<file path="src/verilog/l1d_defines.svh">
// L1 data cache parameters

`ifndef L1D_DEFINES_SVH
`define L1D_DEFINES_SVH

// physical address and data word widths
`define L1D_PADDR_BITS 22
`define L1D_WORD_BITS 64

// line geometry, with the offset split into word select and byte within word
`define L1D_LINE_BYTES 64
`define L1D_OFFSET_BITS $clog2(`L1D_LINE_BYTES)
`define L1D_WORD_SEL_BITS 3
`define L1D_LINE_BITS (8 * `L1D_LINE_BYTES)

// direct mapped, so one line per index
`define L1D_LINE_COUNT 16
`define L1D_INDEX_BITS $clog2(`L1D_LINE_COUNT)
`define L1D_TAG_BITS (`L1D_PADDR_BITS - `L1D_INDEX_BITS - `L1D_OFFSET_BITS)

// tag the LSU attaches to each request and expects back in the response
`define L1D_REQ_TAG_BITS 10

// miss handling resources
`define L1D_MSHR_COUNT 4
`define L1D_MSHR_DEPTH 4

`endif

</file>
<file path="src/verilog/l1d_pkg.sv">
// L1 data cache types

`include "l1d_defines.svh"

`default_nettype none

package l1d_pkg;

  typedef struct packed {
    logic [`L1D_TAG_BITS-1:0]    tag;
    logic [`L1D_INDEX_BITS-1:0]  index;
    logic [`L1D_OFFSET_BITS-1:0] offset;
  } paddr_fields_t;

  // the same physical address word, seen whole or split for the arrays
  typedef union packed {
    logic [`L1D_PADDR_BITS-1:0] raw;
    paddr_fields_t              f;
  } paddr_u;

  typedef logic [`L1D_PADDR_BITS-`L1D_OFFSET_BITS-1:0] block_addr_t;

  typedef struct packed {
    paddr_u                       addr;
    logic                         we;
    logic [`L1D_WORD_BITS-1:0]    value;
    logic [`L1D_REQ_TAG_BITS-1:0] tag;
  } lsu_req_t;

  typedef struct packed {
    logic [`L1D_PADDR_BITS-1:0]   addr;
    logic                         write;
    logic [`L1D_WORD_BITS-1:0]    value;
    logic [`L1D_REQ_TAG_BITS-1:0] tag;
  } lsu_resp_t;

  // line reads carry we low and ignore the line, evictions carry we high
  typedef struct packed {
    block_addr_t               block;
    logic                      we;
    logic [`L1D_LINE_BITS-1:0] line;
  } lc_req_t;

  typedef struct packed {
    block_addr_t               block;
    logic [`L1D_LINE_BITS-1:0] line;
  } lc_fill_t;

  typedef logic [$clog2(`L1D_MSHR_COUNT)-1:0] mshr_id_t;

endpackage

`default_nettype wire
</file>
<file path="src/verilog/l1d_mshr_file.sv">
// MSHR file with per-entry request queues

`include "l1d_defines.svh"

`default_nettype none

module l1d_mshr_file (
  input  logic                 clk_in,
  input  logic                 rst_N_in,
  input  l1d_pkg::block_addr_t lookup_block,
  input  logic                 alloc_en,
  input  logic                 enq_en,
  input  l1d_pkg::lsu_req_t    req,
  input  logic                 deq_en,
  input  l1d_pkg::mshr_id_t    deq_id,
  output logic                 match,
  output l1d_pkg::mshr_id_t    match_id,
  output logic                 any_free,
  output logic                 any_full,
  output l1d_pkg::lsu_req_t    head,
  output logic                 head_valid
);

  import l1d_pkg::*;

  localparam int PTR_BITS = $clog2(`L1D_MSHR_DEPTH);
  localparam int CNT_BITS = $clog2(`L1D_MSHR_DEPTH + 1);

  logic [`L1D_MSHR_COUNT-1:0] valid_q;
  block_addr_t                block_q [`L1D_MSHR_COUNT];
  lsu_req_t                   queue_q [`L1D_MSHR_COUNT][`L1D_MSHR_DEPTH];
  logic [PTR_BITS-1:0]        rd_ptr_q [`L1D_MSHR_COUNT];
  logic [PTR_BITS-1:0]        wr_ptr_q [`L1D_MSHR_COUNT];
  logic [CNT_BITS-1:0]        count_q [`L1D_MSHR_COUNT];

  logic [`L1D_MSHR_COUNT-1:0] full_vec;
  mshr_id_t                   free_id;
  logic                       dup_block;

  // scanning downward leaves the lowest matching and lowest free entry
  always_comb begin
    match    = 1'b0;
    match_id = '0;
    any_free = 1'b0;
    free_id  = '0;
    for (int i = `L1D_MSHR_COUNT - 1; i >= 0; i--) begin
      full_vec[i] = valid_q[i] && (count_q[i] == CNT_BITS'(`L1D_MSHR_DEPTH));
      if (valid_q[i] && (block_q[i] == lookup_block)) begin
        match    = 1'b1;
        match_id = mshr_id_t'(i);
      end
      if (!valid_q[i]) begin
        any_free = 1'b1;
        free_id  = mshr_id_t'(i);
      end
    end
  end

  assign any_full   = |full_vec;
  assign head       = queue_q[match_id][rd_ptr_q[match_id]];
  assign head_valid = match && (count_q[match_id] != '0);

  // an entry lives from its primary miss until its last queued request drains
  always_ff @(posedge clk_in) begin
    if (!rst_N_in) begin
      valid_q <= '0;
      for (int i = 0; i < `L1D_MSHR_COUNT; i++) begin
        rd_ptr_q[i] <= '0;
        wr_ptr_q[i] <= '0;
        count_q[i]  <= '0;
      end
    end else begin
      if (alloc_en) begin
        valid_q[free_id]  <= 1'b1;
        rd_ptr_q[free_id] <= '0;
        wr_ptr_q[free_id] <= PTR_BITS'(1);
        count_q[free_id]  <= CNT_BITS'(1);
      end
      if (enq_en) begin
        wr_ptr_q[match_id] <= wr_ptr_q[match_id] + 1'b1;
        count_q[match_id]  <= count_q[match_id] + 1'b1;
      end
      if (deq_en) begin
        rd_ptr_q[deq_id] <= rd_ptr_q[deq_id] + 1'b1;
        count_q[deq_id]  <= count_q[deq_id] - 1'b1;
        if (count_q[deq_id] == CNT_BITS'(1)) begin
          valid_q[deq_id] <= 1'b0;
        end
      end
    end
  end

  always_ff @(posedge clk_in) begin
    if (alloc_en) begin
      block_q[free_id]    <= lookup_block;
      queue_q[free_id][0] <= req;
    end else if (enq_en) begin
      queue_q[match_id][wr_ptr_q[match_id]] <= req;
    end
  end

  always_comb begin
    dup_block = 1'b0;
    for (int i = 0; i < `L1D_MSHR_COUNT; i++) begin
      for (int j = i + 1; j < `L1D_MSHR_COUNT; j++) begin
        if (valid_q[i] && valid_q[j] && (block_q[i] == block_q[j])) begin
          dup_block = 1'b1;
        end
      end
    end
  end

  // the controller stops taking requests while any queue is full
  no_enqueue_when_full: assert property (
    @(posedge clk_in) disable iff (!rst_N_in) enq_en |-> match && !full_vec[match_id]
  ) else $error("enqueue into a full or missing MSHR queue");

  // a secondary miss must merge, never allocate a second entry
  unique_blocks: assert property (
    @(posedge clk_in) disable iff (!rst_N_in) !dup_block
  ) else $error("two MSHR entries track the same block");

endmodule

`default_nettype wire

</file>
<file path="config.mk">
export PLATFORM = sky130hd
export DESIGN_NAME = l1d_mshr_file
export DESIGN_NICKNAME = d
export VERILOG_FILES = /design/src/verilog/l1d_pkg.sv /design/src/verilog/l1d_mshr_file.sv
export VERILOG_INCLUDE_DIRS = /design/src /design/src/verilog
export SDC_FILE = /design/constraint.sdc
export NUM_CORES = 2
export LEC_CHECK = 0
export BUFFER_PORTS_ARGS = -buffer_cell sky130_fd_sc_hd__buf_2
export CORE_MARGIN = 8
export CORE_UTILIZATION = 26
export CTS_CLUSTER_SIZE = 40
export DETAILED_ROUTE_END_ITERATION = 6
export PLACE_DENSITY_LB_ADDON = 0.25
export SYNTH_ARGS = -nofsm -noshare
export SYNTH_HDL_FRONTEND = slang
export SYNTH_SLANG_ARGS = --single-unit
</file>
<file path="constraint.sdc">
create_clock -name clk_in -period 9.9 [get_ports clk_in]
set_input_delay 0.495 -clock clk_in [delete_from_list [all_inputs] [get_ports clk_in]]
set_output_delay 0.495 -clock clk_in [all_outputs]
set_load 0.005 [all_outputs]
</file>
======== Word level (Yosys, flattened, before mapping) ========
Memory sizes are Yosys's and may differ from the RTL's.
Index checks and enable logic that the tools add are counted.
W data, S select, Z words.
storage, ports and cells
  output and inout port bits .............. 103
  bits in registers ....................... 4
  RAM bits ................................ 1644
  input port bits ......................... 120
  memories ................................ 5
memories
  memory    words  width  rd ports  clocked after Yosys merged registers in  write ports  line                 RTL
  queue_q   4      388    1         0                                        1            l1d_mshr_file.sv:31  lsu_req_t queue_q [`L1D_MSHR_COUNT][`L1D_MSHR_DEPTH];
  block_q   4      16     4         0                                        1            l1d_mshr_file.sv:30  block_addr_t block_q [`L1D_MSHR_COUNT];
  count_q   4      3      6         0                                        4            l1d_mshr_file.sv:34  logic [CNT_BITS-1:0] count_q [`L1D_MSHR_COUNT];
  rd_ptr_q  4      2      2         0                                        4            l1d_mshr_file.sv:32  logic [PTR_BITS-1:0] rd_ptr_q [`L1D_MSHR_COUNT];
  wr_ptr_q  4      2      1         0                                        4            l1d_mshr_file.sv:33  logic [PTR_BITS-1:0] wr_ptr_q [`L1D_MSHR_COUNT];
cells by class
  equality and inequality tests ........... 9
  $add $sub $neg .......................... 4
  order comparisons ....................... 7
  reductions and logical operators ........ 22
  muxes and demuxes ....................... 66
  bitwise logic cells ..................... 5
operator list
  operator               count
  $mux W388              3
  $reduce_or A388 Y1     1
  $mux W97               3
  $bmux W97 S2           1
  $demux W97 S2          1
  $eq A16 B16 Y1         4
  $mux W2                20
  $mux W1                29
  $mux W4                4
  $eq A3 B3 Y1 const B   4
  $logic_and A1 B1 Y1    12
  $mux W3                3
  $reduce_or A3 Y1       3
  $reduce_or A2 Y1       4
  $ge A3 B3 Y1 const B   2
  $lt A2 B3 Y1 const B   2
  $not A2 Y3             2
  $add A2 B1 Y2 const B  2
  $and A4 B4 Y4          1
  $demux W1 S2           2
  $ge A2 B1 Y1 const B   2
  $not A4 Y4             1
  $or A4 B4 Y4           1
  $reduce_or A4 Y1       1
  5 further kinds        5

======== Longest topological paths before layout ========
An unclocked memory read counts as a cell.
  word-level depth ........................ 15
  depth in mapped cells ................... 16

======== Worst setup path after synthesis ========
Ideal clock, no wire load.
  path kind ............................... input-to-reg
  start point ............................. input lookup_block[13]
  end point ............................... memory queue_q[2][0] (netlist name) (enable)
  required time ........................... 9229 ps
  setup time .............................. 671 ps
  arrival time ............................ 9716 ps
  stages on the path ...................... 14
  buffers on the path ..................... 2
  slack ................................... -487 ps
  cells stage by stage .................... clkbuf_1 xnor2_1 or4b_2 nor4_1 nand2_1 a21o_1 clkbuf_1 inv_2 nand2_1 and3_1 a21oi_1 ha_1 nand2_1 nor3_1
between the ends
  cells in the longest elaborated chain, start to end .. 15
  elaborated cells on any way between the ends .. 23
  those cells by class .................... order compare: 2; eq/ne: 4; mux: 9; bitwise: 1; reduce/logical: 6; memory: 1
RTL lines
  item                                                                line                 RTL
  from (decl)                                                         l1d_mshr_file.sv:10  input l1d_pkg::block_addr_t lookup_block,
  $eq A16 B16 Y1                                                      l1d_mshr_file.sv:48  if (valid_q[i] && (block_q[i] == lookup_block)) begin
  $logic_and A1 B1 Y1                                                 l1d_mshr_file.sv:48
  $mux W2 (3 in a row)                                                l1d_mshr_file.sv:48
  $mux W2 (*)                                                         l1d_mshr_file.sv:48
  via match_id[0]                                                     l1d_mshr_file.sv:17  output l1d_pkg::mshr_id_t match_id,
  $mem_v2 Z4 W2                                                       -
  $not A2 Y3 (not written as such)                                    l1d_mshr_file.sv:98  queue_q[match_id][wr_ptr_q[match_id]] <= req;
  $ge A3 B3 Y1 (not written as such) or $lt A3 B1 Y1 (tied branches)  l1d_mshr_file.sv:98
  $logic_and A1 B1 Y1 (not written as such)                           l1d_mshr_file.sv:98
  $mux W97 (not written as such)                                      l1d_mshr_file.sv:98
  $demux W97 S2                                                       l1d_mshr_file.sv:98
  $mux W388 (not written as such)                                     l1d_mshr_file.sv:98
  $reduce_or A388 Y1 (no source line)                                 -
  $mux W2 (no source line) or $mux W388 (tied branches)               -
  to (decl)                                                           l1d_mshr_file.sv:31
The timed path passes the listed nets; every way through them passes the cells marked *.

==> metrics.cfg <==
[synthesis]
syn_area_um2=65780
synth-main-ff-cell=edfxtp_1
synth_seq_cells=1648
postSynthAreaPerCell_um2=14.16
async_flop_share_pct=0
synth-edff-count=1644
syn-num-nets=4772
ys_warn_count=0
yosysSeqAreaShare_pct=75.17
syn_inst=4645
yosysUniqueCellTypes=50

[floorplanning]
placementRows=184
die_area_um2=269300
initial_core_util_pct=26.16
io_pins=223
die_x_um=519.0
die_height_um=519.0
core-area_um2=251400

[sta]
finalCriticalPeriod_ns=6.624
slew_violations=0
hold_viol_final=0
final.setup.tns_ns=0
maxSlewHeadroom_pct=25.87
rsz0062_at_grt=no
tightest_slew_ns=1.112
max_freq_mhz=151.0
worst_slack_ns=3.276
timing.final.crit_share_pct=66.91
setup_viol=0
clock_skew_ns=0.04827

[critical_path]
start_kind=input pin
path_cells=dlygate4sd3_1 -> buf_2 -> xnor2_1 -> nand3_1 -> nor4_1 -> nand3b_1 -> buf_4 -> buf_12 -> buf_4 -> nand2_1 -> a311oi_1 -> a211oi_1 -> a21oi_1 -> buf_2
rr_endpoint=queue_q[2][4]$_DFFE_PP_
required_ns=9.41
crit_buf_inv=6
crit_fanout=141
critical_path_class=in -> out
cp-end-kind=output pin
critPathSlowestCell=buf_4
critPathArrivalTime_ns=6.13
r2r_start=block_q[3][2]$_DFFE_PP_
r2r_setup_slack_ns=4.30
r2r_cells=14
max_stage_delay_ns=0.85
crit_family=buffers and inverters

[status]
status=complete, no violations

[detailed_routing]
drt_iter0_markers=3609
wire_per_inst_um=22.62
drc=0
route.antenna.remaining_nets=0
wl_um=190200
vias_per_cell=4.762
first_pass_iters=5
dr_total_vias=40040

[pwr]
clkPwrFrac_pct=43.3
cell_internal_pwr_mw=11.72
ir_drop_mv=0.1523
seq_power_share_pct=51.8
switchingPower_mw=3.393
leakage_nw=24.75
powerDensity_nw_per_um2=194.9
total_power_mw=15.12
combinationalPowerShare_pct=4.9
p_sw_share_pct=22.44

[cells_and_area]
final_util_pct=30.85
area_growth_pct=17.91
drive_gt1_share_pct=11.33
multi_input_area_um2=15080
layout_commonest_cell=edfxtp_1
regArea_um2=49450
layout.nets=5027
nFillCells=25090
mostFrequentLayoutCells=1644 x edfxtp_1, 1019 x nand2_1, 389 x a211oi_1

[clock_tree]
cts_buffer_depth=3
numCtsBuffers=184
cts_sinks=1648
h-tree-depth=4
cts_tree=done
clkSlewWorstSetupHoldPaths_ns=0.06
cts-root-buf=clkbuf_16
insertion_delay_ns=0.82
post_cts_resized=0

[min_path]
hold_path_startpoint=req[90]
whs_endpoint=queue_q[2][381]$_DFFE_PP_
whs_path_depth=1
hold_class=in -> reg

[global_routing]
grt_pass1_vias=39190
grt_pass1_wl_um=276700
antenna_found_initial=29
grt_max_degree=222
grt_usage_pct=13.60
overflow=0

[place]
dp_slack_ns=3.755
dp_hpwl_um=91300
port_buffers=222
gp_congestion=0.7957

[run]
drv_cap=0

[registers in the layout, indices dropped and copies added, names as in the netlist]
register  cells
rd_ptr_q      8
valid_q       4
count_q      12
wr_ptr_q      8
queue_q    1552
block_q      64
[power by group through the flow]
stage	Combinational, mW	Clock [mW]	Sequential [mW]
floorplan	0.327	0	7.98
global placement	0.712	0	7.97
detailed placement	0.717	0	7.97
CTS	0.763	6.75	7.83
global route	0.814	7.01	7.83
finish	0.740	6.55	7.83
[synth_stat cells, types with 6 or more instances]
master       n  area [um2]
a211oi_1   389        2920
a21oi_1    101       505.5
a311oi_1   194        1699
a31oi_1    195        1220
buf_1       37       138.9
buf_2       56       280.3
clkbuf_1   245       919.6
edfxtp_1  1644       49370
ha_1         7       87.58
inv_1       10       37.54
mux2i_1     10       100.1
nand2_1   1019        3825
nand2b_1     8       50.05
nand3_1    216        1081
nand4_1     13       81.33
nor2_1      30       112.6
nor2b_1    298        1864
nor3_1      10       50.05
nor4_1      12       75.07
o21ai_0     15       75.07
or4_1        6       45.04
xnor2_1     35       306.5
xor2_1      32       280.3
[worst max path at each step]
stage	from	endpoint	slack, ns	cells after the start
final	lookup_block[6]	head[29]	3.28	14
after global routing	block_q[1][14]$_DFFE_PP_	head[9]	2.84	14
after CTS	block_q[1][11]$_DFFE_PP_	head[9]	3.08	14
after detailed placement	lookup_block[14]	head[9]	3.76	15
after global placement	lookup_block[11]	head[9]	3.66	15
after floorplan	lookup_block[13]	queue_q[2][0]$_DFFE_PP_	-0.49	14
[metal layers]
metal  wire, um  up-vias  part of all wire (%)  global-route usage (%)
met5         79        -                 0.042                       0
met4       4703       12                   2.5                   3.922
met3       8430      291                   4.4                   2.288
met2      92390      961                    49                   22.99
met1      84630    20470                    44                   17.99
li1           -    18300                     -                       -
[cell type report]
type                            count  share of cell area (%)
Clock buffer                      239                   6.258
Inverter                           11                 0.05324
Clock inverter                     94                   1.184
Timing Repair Buffer              408                   3.852
Antenna cell                       14                 0.04517
Sequential cell                  1648                   63.76
Multi-Input combinational cell   2647                   19.45
Tap cell                         3348                   5.401
[worst reg2reg max path, delay by kind of cell, from the launching register on]
family	cells	cell delay (ns)
flops	1	0.39
simple gates	7	1.89
buf+inv	3	1.68
xor+xnor	1	0.22
fa+ha+maj	1	0.24
compound gates	2	0.77
[kinds of logic (layout without fill, tap and decap cells)]
family,Yosys count,count (layout),share of synthesized area (%)
DFF,1648,1648,75.17
and+or+nand+nor,1644,1644,11.31
AOI/OAI and AO/OA,911,911,9.990
buffers and inverters,350,752,2.109
xor gates and xnor gates,67,67,0.8921
muxes,18,18,0.3918
adders and majority gates,7,7,0.1331
other,0,14,0
[what timing repair did]
item                                    in CTS  in global routing
hold buffers                               112                  0
endpoints found under the hold margin     1491                  0
setup buffers                                0                  0
endpoints found under the setup margin       0                  0
[through the flow]
stage	hold WS [ns]	cells	instance area, um2
floorplan	0.5939	4645	65780
global placement	0.7352	7950	70630
detailed placement	0.7352	7950	70630
CTS	0.01504	8395	77520
global route	0.04638	8405	77550
finish	0.1159	8409	77560
No activity file was read; power rests on OpenSTA's default activity.
